==> src/hw/quick_spi_pkg.sv <==
package quick_spi_pkg;

    // ########################################
    // Bus and memory geometry
    // ########################################
    localparam int AXI_DATA_WIDTH = 32;
    localparam int STRB_WIDTH = AXI_DATA_WIDTH / 8;
    localparam int AXI_ADDR_WIDTH = 8;
    localparam int MEMORY_SIZE = 64;
    localparam int BYTE_INDEX_WIDTH = $clog2(MEMORY_SIZE);
    localparam int WORD_INDEX_WIDTH = 4;
    localparam int FIELD_WIDTH = 16;
    localparam int WRITE_BUFFER_START = 12;
    localparam int READ_BUFFER_START = 38;

    // ########################################
    // Register map
    // ########################################
    localparam int CTRL_BYTE = 0;
    localparam int SLAVE_BYTE = 1;
    localparam int OUT_SIZE_BYTE = 2;     // Two bytes in little endian order.
    localparam int NUM_ELEMS_BYTE = 4;
    localparam int IN_SIZE_BYTE = 6;

    localparam int CPOL_BIT = 0;
    localparam int CPHA_BIT = 1;
    localparam int START_BIT = 2;
    localparam int BURST_BIT = 3;
    localparam int READ_BIT = 4;

    typedef struct packed {
        logic write_en;
        logic read_en;
        logic [WORD_INDEX_WIDTH-1:0] word_index;
        logic [AXI_DATA_WIDTH-1:0] data;
        logic [STRB_WIDTH-1:0] strb;
    } reg_access_t;

    typedef struct packed {
        logic cpol;
        logic cpha;
        logic start;
        logic burst;
        logic read;
        logic [7:0] slave;
        logic [FIELD_WIDTH-1:0] out_size;    // Bits per outgoing element.
        logic [FIELD_WIDTH-1:0] num_elems;
        logic [FIELD_WIDTH-1:0] in_size;
    } spi_config_t;

    typedef struct packed {
        logic valid;
        logic [BYTE_INDEX_WIDTH-1:0] byte_index;
        logic [2:0] bit_index;
    } capture_t;

    typedef enum logic [2:0] {
        SPI_IDLE,
        SPI_SELECT,
        SPI_SHIFT_OUT,
        SPI_SHIFT_IN,
        SPI_RELEASE
    } spi_state_e;

endpackage

==> src/hw/axi_burst_decode.sv <==
module axi_burst_decode import quick_spi_pkg::*; (
    input  logic s_axi_aclk,
    input  logic s_axi_aresetn,
    input  logic [AXI_ADDR_WIDTH-1:0] s_axi_awaddr,
    input  logic [7:0] s_axi_awlen,
    input  logic s_axi_awvalid,
    output logic s_axi_awready,
    input  logic [AXI_DATA_WIDTH-1:0] s_axi_wdata,
    input  logic [STRB_WIDTH-1:0] s_axi_wstrb,
    input  logic s_axi_wlast,
    input  logic s_axi_wvalid,
    output logic s_axi_wready,
    input  logic [AXI_ADDR_WIDTH-1:0] s_axi_araddr,
    input  logic [7:0] s_axi_arlen,
    input  logic s_axi_arvalid,
    output logic s_axi_arready,
    input  logic bvalid,
    input  logic rvalid,
    input  logic s_axi_rready,
    output reg_access_t access,
    output logic write_last,
    output logic read_beat,
    output logic read_last
);
    localparam int ADDR_LSB = $clog2(STRB_WIDTH);

    logic write_open;
    logic read_open;
    logic read_final_sent;
    logic idle;
    logic w_beat;
    logic [WORD_INDEX_WIDTH-1:0] word_index;
    logic [7:0] burst_len;
    logic [8:0] beat_count;

    // A write stays blocking until its B handshake is done.
    assign idle = !write_open && !read_open && !bvalid;
    assign w_beat = s_axi_wready && s_axi_wvalid;
    assign write_last = w_beat && s_axi_wlast;
    assign read_beat = read_open && !rvalid && !read_final_sent;
    assign read_last = beat_count == {1'b0, burst_len};

    assign access.write_en = w_beat && (beat_count <= {1'b0, burst_len});  // Excess beats dropped.
    assign access.read_en = read_beat;
    assign access.word_index = word_index;
    assign access.data = s_axi_wdata;
    assign access.strb = s_axi_wstrb;

    // ########################################
    // Burst control
    // ########################################
    always_ff @(posedge s_axi_aclk) begin
        if (!s_axi_aresetn) begin
            write_open <= 1'b0;
            read_open <= 1'b0;
            read_final_sent <= 1'b0;
            s_axi_awready <= 1'b0;
            s_axi_arready <= 1'b0;
            s_axi_wready <= 1'b0;
        end else begin
            s_axi_awready <= 1'b0;
            s_axi_arready <= 1'b0;
            if (idle && s_axi_awvalid) begin
                s_axi_awready <= 1'b1;     // Write wins a tie.
                write_open <= 1'b1;
            end else if (idle && s_axi_arvalid) begin
                s_axi_arready <= 1'b1;
                read_open <= 1'b1;
            end

            if (write_last) begin
                s_axi_wready <= 1'b0;
                write_open <= 1'b0;
            end else if (write_open && !s_axi_wready && s_axi_wvalid) begin
                s_axi_wready <= 1'b1;
            end

            if (read_beat && read_last) begin
                read_final_sent <= 1'b1;
            end
            if (read_final_sent && rvalid && s_axi_rready) begin
                read_open <= 1'b0;
                read_final_sent <= 1'b0;
            end
        end
    end

    always_ff @(posedge s_axi_aclk) begin
        if (!s_axi_aresetn) begin
            word_index <= '0;
            burst_len <= '0;
            beat_count <= '0;
        end else if (idle && s_axi_awvalid) begin
            word_index <= s_axi_awaddr[ADDR_LSB +: WORD_INDEX_WIDTH];
            burst_len <= s_axi_awlen;
            beat_count <= '0;
        end else if (idle && s_axi_arvalid) begin
            word_index <= s_axi_araddr[ADDR_LSB +: WORD_INDEX_WIDTH];
            burst_len <= s_axi_arlen;
            beat_count <= '0;
        end else if (w_beat || read_beat) begin
            word_index <= word_index + 1'b1;    // INCR only.
            beat_count <= beat_count + 1'b1;
        end
    end

    assert property (@(posedge s_axi_aclk) disable iff (!s_axi_aresetn)
        !(write_open && read_open));

endmodule

==> src/hw/spi_register_file.sv <==
module spi_register_file import quick_spi_pkg::*; (
    input  logic s_axi_aclk,
    input  logic s_axi_aresetn,
    input  reg_access_t access,
    input  capture_t capture,
    input  logic capture_bit,
    input  logic done,
    input  logic [BYTE_INDEX_WIDTH-1:0] write_byte_index,
    output logic [7:0] mosi_byte,
    output spi_config_t cfg,
    output logic [AXI_DATA_WIDTH-1:0] read_word
);
    logic [7:0] mem [MEMORY_SIZE];

    always_ff @(posedge s_axi_aclk) begin
        if (!s_axi_aresetn) begin
            for (int i = 0; i < WRITE_BUFFER_START; i++) begin
                mem[i] <= '0;          // Control bytes only.
            end
        end else begin
            if (done) begin
                mem[CTRL_BYTE][START_BIT] <= 1'b0;
            end
            if (capture.valid) begin
                mem[capture.byte_index][capture.bit_index] <= capture_bit;
            end
            if (access.write_en) begin
                for (int b = 0; b < STRB_WIDTH; b++) begin
                    if (access.strb[b]) begin
                        mem[access.word_index * STRB_WIDTH + b] <= access.data[b * 8 +: 8];
                    end
                end
            end
        end
    end

    // Held until the next read beat.
    always_ff @(posedge s_axi_aclk) begin
        if (access.read_en) begin
            for (int b = 0; b < STRB_WIDTH; b++) begin
                read_word[b * 8 +: 8] <= mem[access.word_index * STRB_WIDTH + b];
            end
        end
    end

    assign mosi_byte = mem[write_byte_index];

    assign cfg.cpol = mem[CTRL_BYTE][CPOL_BIT];
    assign cfg.cpha = mem[CTRL_BYTE][CPHA_BIT];
    assign cfg.start = mem[CTRL_BYTE][START_BIT];
    assign cfg.burst = mem[CTRL_BYTE][BURST_BIT];
    assign cfg.read = mem[CTRL_BYTE][READ_BIT];
    assign cfg.slave = mem[SLAVE_BYTE];
    assign cfg.out_size = {mem[OUT_SIZE_BYTE + 1], mem[OUT_SIZE_BYTE]};
    assign cfg.num_elems = {mem[NUM_ELEMS_BYTE + 1], mem[NUM_ELEMS_BYTE]};
    assign cfg.in_size = {mem[IN_SIZE_BYTE + 1], mem[IN_SIZE_BYTE]};

    // The engine's bit address must never reach the control bytes or write buffer.
    assert property (@(posedge s_axi_aclk) disable iff (!s_axi_aresetn)
        capture.valid |-> capture.byte_index >= READ_BUFFER_START);

endmodule

==> src/hw/spi_shift_engine.sv <==
module spi_shift_engine import quick_spi_pkg::*; #(
    parameter int NUMBER_OF_SLAVES = 2
) (
    input  logic s_axi_aclk,
    input  logic s_axi_aresetn,
    input  spi_config_t cfg,
    input  logic write_busy,
    input  logic [7:0] mosi_byte,
    output logic [BYTE_INDEX_WIDTH-1:0] write_byte_index,
    output logic mosi,
    input  logic miso,
    output logic sclk,
    output logic [NUMBER_OF_SLAVES-1:0] ss_n,
    output capture_t capture,
    output logic capture_bit,
    output logic done
);
    localparam int COUNT_WIDTH = 2 * FIELD_WIDTH;

    spi_state_e state;
    spi_config_t cfg_q;
    logic [COUNT_WIDTH-1:0] out_total;
    logic [COUNT_WIDTH-1:0] in_total;
    logic [COUNT_WIDTH-1:0] out_index;
    logic [COUNT_WIDTH-1:0] sample_count;
    logic sample_edge;

    assign out_total = cfg_q.burst ?
        COUNT_WIDTH'(cfg_q.out_size) * COUNT_WIDTH'(cfg_q.num_elems) :
        COUNT_WIDTH'(cfg_q.out_size);
    assign in_total = COUNT_WIDTH'(cfg_q.in_size);

    // Next sclk toggle is a sampling edge.
    assign sample_edge = (sclk == cfg_q.cpol) ^ cfg_q.cpha;

    assign write_byte_index = BYTE_INDEX_WIDTH'(WRITE_BUFFER_START + (out_index >> 3));

    assign capture.valid = (state == SPI_SHIFT_IN) && sample_edge;
    assign capture.byte_index = BYTE_INDEX_WIDTH'(READ_BUFFER_START + (sample_count >> 3));
    assign capture.bit_index = sample_count[2:0];
    assign capture_bit = miso;
    assign done = state == SPI_RELEASE;

    always_ff @(posedge s_axi_aclk) begin
        if (state == SPI_IDLE) begin
            cfg_q <= cfg;
        end
    end

    // ########################################
    // Frame FSM
    // ########################################
    always_ff @(posedge s_axi_aclk) begin
        if (!s_axi_aresetn) begin
            state <= SPI_IDLE;
            sclk <= 1'b0;
            mosi <= 1'b0;
            ss_n <= '1;
            out_index <= '0;
            sample_count <= '0;
        end else begin
            case (state)
                SPI_IDLE: begin
                    sclk <= cfg.cpol;
                    out_index <= '0;
                    sample_count <= '0;
                    if (cfg.start && !write_busy) begin
                        ss_n <= ~(NUMBER_OF_SLAVES'(1) << cfg.slave);
                        state <= SPI_SELECT;
                    end
                end
                SPI_SELECT: begin
                    if (!cfg_q.cpha) begin
                        mosi <= mosi_byte[out_index[2:0]];   // Bit 0 ahead of first edge.
                        out_index <= out_index + 1'b1;
                    end
                    state <= SPI_SHIFT_OUT;
                end
                SPI_SHIFT_OUT: begin
                    sclk <= ~sclk;
                    if (sample_edge) begin
                        sample_count <= sample_count + 1'b1;
                        if (sample_count == out_total - 1'b1) begin
                            sample_count <= '0;
                            state <= cfg_q.read ? SPI_SHIFT_IN : SPI_RELEASE;
                        end
                    end else begin
                        mosi <= mosi_byte[out_index[2:0]];
                        out_index <= out_index + 1'b1;
                    end
                end
                SPI_SHIFT_IN: begin
                    sclk <= ~sclk;
                    if (sample_edge) begin
                        sample_count <= sample_count + 1'b1;
                        if (sample_count == in_total - 1'b1) begin
                            state <= SPI_RELEASE;
                        end
                    end
                end
                SPI_RELEASE: begin
                    sclk <= cfg_q.cpol;
                    ss_n <= '1;
                    mosi <= 1'b0;
                    state <= SPI_IDLE;
                end
                default: begin
                    state <= SPI_IDLE;
                end
            endcase
        end
    end

    assert property (@(posedge s_axi_aclk) disable iff (!s_axi_aresetn)
        (state == SPI_IDLE) ? (&ss_n) : $onehot(~ss_n));

endmodule

==> src/hw/axi_response.sv <==
module axi_response import quick_spi_pkg::*; (
    input  logic s_axi_aclk,
    input  logic s_axi_aresetn,
    input  logic write_last,
    input  logic read_beat,
    input  logic read_last,
    input  logic [AXI_DATA_WIDTH-1:0] read_word,
    output logic [1:0] s_axi_bresp,
    output logic s_axi_bvalid,
    input  logic s_axi_bready,
    output logic [AXI_DATA_WIDTH-1:0] s_axi_rdata,
    output logic [1:0] s_axi_rresp,
    output logic s_axi_rlast,
    output logic s_axi_rvalid,
    input  logic s_axi_rready
);
    localparam logic [1:0] RESP_OKAY = 2'b00;

    assign s_axi_bresp = RESP_OKAY;
    assign s_axi_rresp = RESP_OKAY;
    assign s_axi_rdata = read_word;     // Registered in the memory and stable per beat.

    always_ff @(posedge s_axi_aclk) begin
        if (!s_axi_aresetn) begin
            s_axi_bvalid <= 1'b0;
        end else if (write_last) begin
            s_axi_bvalid <= 1'b1;
        end else if (s_axi_bready) begin
            s_axi_bvalid <= 1'b0;
        end
    end

    always_ff @(posedge s_axi_aclk) begin
        if (!s_axi_aresetn) begin
            s_axi_rvalid <= 1'b0;
            s_axi_rlast <= 1'b0;
        end else if (read_beat) begin
            s_axi_rvalid <= 1'b1;
            s_axi_rlast <= read_last;
        end else if (s_axi_rvalid && s_axi_rready) begin
            s_axi_rvalid <= 1'b0;
            s_axi_rlast <= 1'b0;
        end
    end

endmodule

==> src/hw/quick_spi.sv <==
module quick_spi import quick_spi_pkg::*; #(
    parameter int NUMBER_OF_SLAVES = 2
) (
    input  logic s_axi_aclk,
    input  logic s_axi_aresetn,
    input  logic [AXI_ADDR_WIDTH-1:0] s_axi_awaddr,
    input  logic [7:0] s_axi_awlen,
    input  logic s_axi_awvalid,
    output logic s_axi_awready,
    input  logic [AXI_DATA_WIDTH-1:0] s_axi_wdata,
    input  logic [STRB_WIDTH-1:0] s_axi_wstrb,
    input  logic s_axi_wlast,
    input  logic s_axi_wvalid,
    output logic s_axi_wready,
    output logic [1:0] s_axi_bresp,
    output logic s_axi_bvalid,
    input  logic s_axi_bready,
    input  logic [AXI_ADDR_WIDTH-1:0] s_axi_araddr,
    input  logic [7:0] s_axi_arlen,
    input  logic s_axi_arvalid,
    output logic s_axi_arready,
    output logic [AXI_DATA_WIDTH-1:0] s_axi_rdata,
    output logic [1:0] s_axi_rresp,
    output logic s_axi_rlast,
    output logic s_axi_rvalid,
    input  logic s_axi_rready,
    output logic mosi,
    input  logic miso,
    output logic sclk,
    output logic [NUMBER_OF_SLAVES-1:0] ss_n
);
    reg_access_t access;
    spi_config_t cfg;
    capture_t capture;
    logic [AXI_DATA_WIDTH-1:0] read_word;
    logic [BYTE_INDEX_WIDTH-1:0] write_byte_index;
    logic [7:0] mosi_byte;
    logic capture_bit;
    logic done;
    logic write_last;
    logic read_beat;
    logic read_last;

    axi_burst_decode axi_burst_decode_i (
        .s_axi_aclk(s_axi_aclk),
        .s_axi_aresetn(s_axi_aresetn),
        .s_axi_awaddr(s_axi_awaddr),
        .s_axi_awlen(s_axi_awlen),
        .s_axi_awvalid(s_axi_awvalid),
        .s_axi_awready(s_axi_awready),
        .s_axi_wdata(s_axi_wdata),
        .s_axi_wstrb(s_axi_wstrb),
        .s_axi_wlast(s_axi_wlast),
        .s_axi_wvalid(s_axi_wvalid),
        .s_axi_wready(s_axi_wready),
        .s_axi_araddr(s_axi_araddr),
        .s_axi_arlen(s_axi_arlen),
        .s_axi_arvalid(s_axi_arvalid),
        .s_axi_arready(s_axi_arready),
        .bvalid(s_axi_bvalid),
        .rvalid(s_axi_rvalid),
        .s_axi_rready(s_axi_rready),
        .access(access),
        .write_last(write_last),
        .read_beat(read_beat),
        .read_last(read_last)
    );

    spi_register_file spi_register_file_i (
        .s_axi_aclk(s_axi_aclk),
        .s_axi_aresetn(s_axi_aresetn),
        .access(access),
        .capture(capture),
        .capture_bit(capture_bit),
        .done(done),
        .write_byte_index(write_byte_index),
        .mosi_byte(mosi_byte),
        .cfg(cfg),
        .read_word(read_word)
    );

    spi_shift_engine #(
        .NUMBER_OF_SLAVES(NUMBER_OF_SLAVES)
    ) spi_shift_engine_i (
        .s_axi_aclk(s_axi_aclk),
        .s_axi_aresetn(s_axi_aresetn),
        .cfg(cfg),
        .write_busy(access.write_en),   // A frame never starts under a write beat.
        .mosi_byte(mosi_byte),
        .write_byte_index(write_byte_index),
        .mosi(mosi),
        .miso(miso),
        .sclk(sclk),
        .ss_n(ss_n),
        .capture(capture),
        .capture_bit(capture_bit),
        .done(done)
    );

    axi_response axi_response_i (
        .s_axi_aclk(s_axi_aclk),
        .s_axi_aresetn(s_axi_aresetn),
        .write_last(write_last),
        .read_beat(read_beat),
        .read_last(read_last),
        .read_word(read_word),
        .s_axi_bresp(s_axi_bresp),
        .s_axi_bvalid(s_axi_bvalid),
        .s_axi_bready(s_axi_bready),
        .s_axi_rdata(s_axi_rdata),
        .s_axi_rresp(s_axi_rresp),
        .s_axi_rlast(s_axi_rlast),
        .s_axi_rvalid(s_axi_rvalid),
        .s_axi_rready(s_axi_rready)
    );

endmodule

==> config.mk <==
export PLATFORM = sky130hd
export DESIGN_NAME = quick_spi
export DESIGN_NICKNAME = d
export VERILOG_FILES = /design/src/hw/quick_spi_pkg.sv /design/src/hw/axi_burst_decode.sv /design/src/hw/spi_register_file.sv /design/src/hw/spi_shift_engine.sv /design/src/hw/axi_response.sv /design/src/hw/quick_spi.sv
export SDC_FILE = /design/constraint.sdc
export NUM_CORES = 2
export LEC_CHECK = 0
export BUFFER_PORTS_ARGS = -buffer_cell sky130_fd_sc_hd__buf_2
export CAP_MARGIN = 20
export CORE_ASPECT_RATIO = 0.5
export CORE_UTILIZATION = 40
export DETAILED_ROUTE_END_ITERATION = 6
export PLACE_DENSITY = 0.54
export SYNTH_ARGS = -nofsm -noshare
export SYNTH_HDL_FRONTEND = slang
export SYNTH_SLANG_ARGS = --single-unit
==> constraint.sdc <==
create_clock -name s_axi_aclk -period 10.4 [get_ports s_axi_aclk]
set_clock_uncertainty 0.2 [all_clocks]
set_input_delay 0.52 -clock s_axi_aclk [delete_from_list [all_inputs] [get_ports s_axi_aclk]]
set_output_delay 0.52 -clock s_axi_aclk [all_outputs]
set_load 0.005 [all_outputs]
# ---- Word-level counts from Yosys, hierarchy flattened
# Memory sizes are Yosys's and may differ from the RTL's. A register that Yosys moved wholly into a read port is not among the register bits.
# Cells that the tools add are included.
dict set report word_totals {
  input_bits 77
  elab_cells 189
  memories 1
  ram_bits 512
  output_inout_bits 46
  regBits 105
}
# memory words width read_ports rd_clocked_by_memory_dff wr line
set mem_list {}
lappend mem_list {spi_register_file_i.mem 64 8 13 10 12 spi_register_file.sv:13} ;# logic [7:0] mem [MEMORY_SIZE];
dict set report op_classes {
  magnitude_cmp 4
  mux 76
  shifts 1
  multipliers 1
  n_reduce_logical 52
  n_eq_ne 15
  n_bitwise 6
  n_addsub 11
}
# op count
set ops {}
lappend ops {{$mux 32} 6}
lappend ops {{$pmux 32 s3} 2}
lappend ops {{$mux 8} 9}
lappend ops {{$add 32x1->32 const B} 2}
lappend ops {{$eq 32x32->1} 2}
lappend ops {{$reduce_or 8->1} 5}
lappend ops {{$mux 1} 38}
lappend ops {{$mul 16x16->32} 1}
lappend ops {{$sub 32x1->32 const B} 1}
lappend ops {{$mux 6} 5}
lappend ops {{$logic_and 1x1->1} 18}
lappend ops {{$mux 3} 6}
lappend ops {{$sub 16x1->17 const B} 1}
lappend ops {{$reduce_bool 3->1} 5}
lappend ops {{$add 6x2->6 const B} 2}
lappend ops {{$mux 4} 3}
lappend ops {{$pmux 3 s4} 1}
lappend ops {{$add 9x1->9 const B} 1}
lappend ops {{$eq 9x8->1} 1}
lappend ops {{$le 9x8->1} 1}
lappend ops {{$reduce_and 3->1} 3}
lappend ops {{$lt 3x4->1 const B} 2}
lappend ops {{$ne 2x2->1 const B} 4}
lappend ops {{$reduce_bool 2->1} 4}
lappend ops {{other kinds (27)} 43}

# ---- Logic depth before layout (Yosys ltp)
dict set report depth {
  depth_word 8
  ltp_mapped 31
  mapped_depth_nobuf 26
}

# ---- Cells and area by module
# A second synthesis with hierarchy kept.
dict set report hier_totals {
  hier_cells 4915
  area_unflattened_um2 51269.2
}
# mod n_inst cells_each area_per_inst_um2 seq_area_each_um2
set by_module_without_submodules {}
lappend by_module_without_submodules {spi_register_file 1 2859 33454.6 16335.7}
lappend by_module_without_submodules {spi_shift_engine 1 1801 15576.2 2522.4}
lappend by_module_without_submodules {axi_burst_decode 1 207 1854.3 540.5}
lappend by_module_without_submodules {axi_response 1 48 384.1 60.1}

# ---- Worst setup path after synthesis
# No wires, ideal clock.
dict set report synth_path {
  kind {register to register}
  start {reg, netlist name spi_shift_engine_i.cfg_q[39]}
  end {reg spi_shift_engine_i.sample_count[23]}
  synth_period_minus_slack_ns 7.944
  setup_ns 0.122
  stages_incl_launch_ff 26
  slack_ns 2.456
  required_time_ns 10.078
  n_path_buf 3
  arrival_time_ns 7.622
  cell_sequence {edfxtp_1 -> clkbuf_1 -> clkbuf_1 -> nand2_1 -> fa_1 -> fa_1 -> fa_1 -> fa_1 -> fa_1 -> fa_1 -> inv_1 -> ha_1 -> a21oi_1 -> o21a_1 -> o221ai_1 -> or4_1 -> nand2_1 -> o221ai_2 -> a2111oi_4 -> nand3_1 -> o31ai_2 -> o211ai_1 -> nor4b_4 -> nor2_2 -> buf_2 -> a221o_1}
}
dict set report synth_via {
  elab_chain_cells 7
}
# item line
set synth_rtl {}
lappend synth_rtl {{$mul 16x16->32} spi_shift_engine.sv:29} ;# COUNT_WIDTH'(cfg_q.out_size) * COUNT_WIDTH'(cfg_q.num_elems) :
lappend synth_rtl {{$mux 32 (*)} spi_shift_engine.sv:28} ;# assign out_total = cfg_q.burst ?
lappend synth_rtl {{$sub 32x1->32 (*)} spi_shift_engine.sv:83} ;# if (sample_count == out_total - 1'b1) begin
lappend synth_rtl {{$eq 32x32->1 (*)} spi_shift_engine.sv:83}
lappend synth_rtl {{$mux 32 (*)} spi_shift_engine.sv:83}
lappend synth_rtl {{$mux 32 (*)} spi_shift_engine.sv:81} ;# if (sample_edge) begin
lappend synth_rtl {{$pmux 32 s3 (*)} spi_shift_engine.sv:62} ;# case (state)
lappend synth_rtl {{end signal: assignment} spi_shift_engine.sv:82} ;# sample_count <= sample_count + 1'b1;
lappend synth_rtl {{end signal: assignment} spi_shift_engine.sv:95} ;# sample_count <= sample_count + 1'b1;
lappend synth_rtl {{end: declaration} spi_shift_engine.sv:25} ;# logic [COUNT_WIDTH-1:0] sample_count;
# Every way passes the cells marked *; elsewhere a longest branch is shown, timed or not. The select of a mux whose other input is x is not followed.
# A chain may end at the register's enable or synchronous reset.

# ---- Worst setup path in the final report
dict set report layout_path {
  start {reg, netlist name spi_shift_engine_i.cfg_q[38]}
  end {reg spi_shift_engine_i.sample_count[23]}
}
dict set report layout_via {
  elab_chain_cells 7
}
# item line
set layout_rtl {}
lappend layout_rtl {{$mul 16x16->32} spi_shift_engine.sv:29}
lappend layout_rtl {{$mux 32 (*)} spi_shift_engine.sv:28}
lappend layout_rtl {{$sub 32x1->32 (*)} spi_shift_engine.sv:83}
lappend layout_rtl {{$eq 32x32->1 (*)} spi_shift_engine.sv:83}
lappend layout_rtl {{$mux 32 (*)} spi_shift_engine.sv:83}
lappend layout_rtl {{$mux 32 (*)} spi_shift_engine.sv:81}
lappend layout_rtl {{$pmux 32 s3 (*)} spi_shift_engine.sv:62}
# Marks and branches as above.

==> flow_metrics.env <==
export IMPL_status="finished, violations left"
export IMPL_violations="DRC"
export IMPL_fmax_mhz=105
export IMPL_synth_edff_count=596
export IMPL_finalHoldViolCount=0
export IMPL_slew_headroom_pct=17.2
export IMPL_fp_dieArea_mm2=0.125
export IMPL_setup_viol=0
export IMPL_period_share_pct=92.0
export IMPL_critPathMaxStageDelay_ns=1.04
export IMPL_drive_above_1_share_pct=12.0
export IMPL_avgSynthCellArea_um2=10.3
export IMPL_core_area_mm2=0.121
export IMPL_cap_violations=0
export IMPL_dieHeight_um=250
export IMPL_synth_seq_cells=674
export IMPL_rsz0062_at_grt="false"
export IMPL_drt_vias_per_instance=6.99
export IMPL_critPathCaptureType="flip-flop"
export IMPL_grt_pass1_wl_mm=316
export IMPL_ctsLongestPathBuffers=3
export IMPL_reg2reg_setup_slack_ns=0.84
export IMPL_synthArstFlopShare_pct=0
export IMPL_layout_nets=5000
export IMPL_netlist_instances=4763
export IMPL_crit_chain="nand2_1, fa_1, fa_1, fa_1, fa_1, fa_1, fa_1, inv_1, ha_1, a21oi_1, o21a_1, o221ai_1, or4_1, nand2_1, o221ai_2, a2111oi_4, nand3_1, o31ai_1, o2111ai_1, nor4b_4, nor2_2, a221o_1"
export IMPL_synthesis_area_mm2=0.0493
export IMPL_drtAntennaViolNets=0
export IMPL_place_ws_ns=0.890
export IMPL_die_w_um=498
export IMPL_final_common_cell="edfxtp_1"
export IMPL_cts_sinks=674
export IMPL_fin_tns_setup_ns=0
export IMPL_drc=113
export IMPL_clkLatencyLatePin_ns=0.69
export IMPL_crit_path_frequent_cell="fa_1"
export IMPL_crit_fanout=23
export IMPL_num_rows=90
export IMPL_grt_pass1_vias=40400
export IMPL_initial_core_util_pct=40.6
export IMPL_layout_common_cells="edfxtp_1 (596), o21ai_0 (566), nand2_1 (543), a21o_1 (449), inv_1 (223)"
export IMPL_placed_area_mm2=0.0508
export IMPL_synth_top_flop_cell="edfxtp_1"
export IMPL_tritoncts="built"
export IMPL_dpl_hpwl_mm=163
export IMPL_clk_pin_slew_ns=0.06
export IMPL_utilization_pct=44.0
export IMPL_setup_ws_ns=0.836
export IMPL_grt_ovfl_total=0
export IMPL_gp_congestion=1.17
export IMPL_cp_start_kind="flip-flop"
export IMPL_cp_required_ns=10.74
export IMPL_htreeDepth=3
export IMPL_syn2layout_area_growth_pct=8.37
export IMPL_cts_buffers=70
export IMPL_arrival_ns=9.91
export IMPL_critical_path_class="reg2reg"
export IMPL_grt_max_degree=58
export IMPL_cts_root_buf="clkbuf_16"
export IMPL_critical_path_slowest_cell="edfxtp_1"
export IMPL_hold_class="in2reg"
export IMPL_ys_warn_count=0
export IMPL_drt_first_pass_iters=7
export IMPL_io_buffers=110
export IMPL_yosysSeqAreaShare_pct=39.5
export IMPL_fillers=11600
export IMPL_drtIter0Drc=7750
export IMPL_cts_setup_buffers=0
export IMPL_routedWlPerCell_um=36.7
export IMPL_fin_crit_ns=9.56
export IMPL_grt_use_total_pct=36.2
export IMPL_final_area_mm2=0.0534
export IMPL_tightestPinTransition_ns=1.24
export IMPL_routed_wl_mm=231
export IMPL_antenna_found_initial=21
export IMPL_slew_violations=0
export IMPL_io_pins=123
export IMPL_via_count=43900
export IMPL_synth_cell_types=93
layer usage:
| layer | vias up | global-route usage [%] | share of wire [%] |
|---|---|---|---|
| li1 | 17400 | - | - |
| met1 | 22100 | 46.2 | 36 |
| met2 | 3572 | 50.1 | 40 |
| met3 | 766 | 17.8 | 17 |
| met4 | 10 | 18.7 | 6.3 |
| met5 | - | 0.0381 | 0.051 |
worst max-delay path: cells and delay by family, from the launching register on:
| family | cells | cell delay, ns |
|---|---|---|
| compound gates | 8 | 2.65 |
| fa+ha+maj | 7 | 3.41 |
| simple gates | 6 | 2.06 |
| flops | 1 | 1.04 |
| buf+inv | 1 | 0.06 |
final cells by class:
type                    count  area [um^2]  share of cell area, %
diodes                     12         30.0                 0.0562
clock buffers              91         1890                   3.53
clock inverters            33          359                  0.672
inverters                 224          841                   1.57
multi-input cells        3434        27500                   51.4
flip-flops and latches    674        19500                   36.4
well taps                1610         2010                   3.77
repair buffers            205         1360                   2.55
state kept, by name, summed over array words and instances (netlist names):
register and count:
spi_register_file_i.mem 512, spi_shift_engine_i.cfg_q 52, spi_register_file_i.read_word 32, spi_shift_engine_i.sample_count 32, axi_burst_decode_i.beat_count 9, spi_shift_engine_i.out_index 9, axi_burst_decode_i.burst_len 8, axi_burst_decode_i.word_index 4
spi_shift_engine_i.state 3, spi_shift_engine_i.ss_n 2, axi_burst_decode_i.read_final_sent 1, axi_burst_decode_i.read_open 1, axi_burst_decode_i.s_axi_arready 1, axi_burst_decode_i.s_axi_awready 1, axi_burst_decode_i.s_axi_wready 1, axi_burst_decode_i.write_open 1
axi_response_i.s_axi_bvalid 1, axi_response_i.s_axi_rlast 1, axi_response_i.s_axi_rvalid 1, spi_shift_engine_i.mosi 1, spi_shift_engine_i.sclk 1
cell usage after synthesis, types with 37 or more instances:
master    instances  area (um^2)
edfxtp_1        596        17900
o21ai_0         566         2830
nand2_1         551         2070
a21o_1          449         3370
clkbuf_1        349         1310
inv_1           224          841
mux4_2          202         4550
nor2_1          200          751
fa_1            194         3880
and2_1          167         1040
ha_1            120         1500
o31ai_1         107          803
dfxtp_1          78         1560
nand3_1          78          390
a22oi_1          67          503
a21oi_1          64          320
buf_1            61          229
nand4_1          60          375
xnor2_1          57          499
nor3_1           46          230
a22o_1           42          368
xor2_1           39          342
a221oi_1         37          324
metrics by stage:
step | std cells | hold slack (ns)
after floorplan | 4766 | 0.244
after CTS | 6266 | 0.00167
after global placement | 6119 | 0.256
after detailed placement | 6120 | 0.271
final | 6283 | 0.0108
after global routing | 6272 | 0.0447
path summary, 6_finish.rpt:
path         depth (start not counted)                                     from                                                to
min                                  3                          s_axi_araddr[3]     axi_burst_decode_i.word_index[1]$_SDFFE_PN0P_
max                                 22   spi_shift_engine_i.cfg_q[38]$_DFFE_PP_  spi_shift_engine_i.sample_count[23]$_SDFFE_PN0P_
max reg2reg                         22   spi_shift_engine_i.cfg_q[38]$_DFFE_PP_  spi_shift_engine_i.sample_count[23]$_SDFFE_PN0P_
min reg2reg                          2  axi_response_i.s_axi_rlast$_SDFFE_PN0P_           axi_response_i.s_axi_rlast$_SDFFE_PN0P_
kinds of logic (layout without fill, tap and decap cells):
group	after synthesis	count (layout)	share of synthesized area, %
fa+ha+maj	314	314	10.9
other cells	1	16	0.00761
mux	216	216	9.53
xor+xnor	97	97	1.75
flops	674	674	39.5
buf+inv	658	553	5.09
compound gates	1542	1542	21.0
simple gates	1261	1261	12.2
timing repair:
item,in CTS,in global routing
hold endpoints to repair,16,0
resized for setup,0,0
hold buffers,22,0
Power is not shown: default switching activity piles up to over one toggle a cycle in this logic, so the estimate is an artifact.
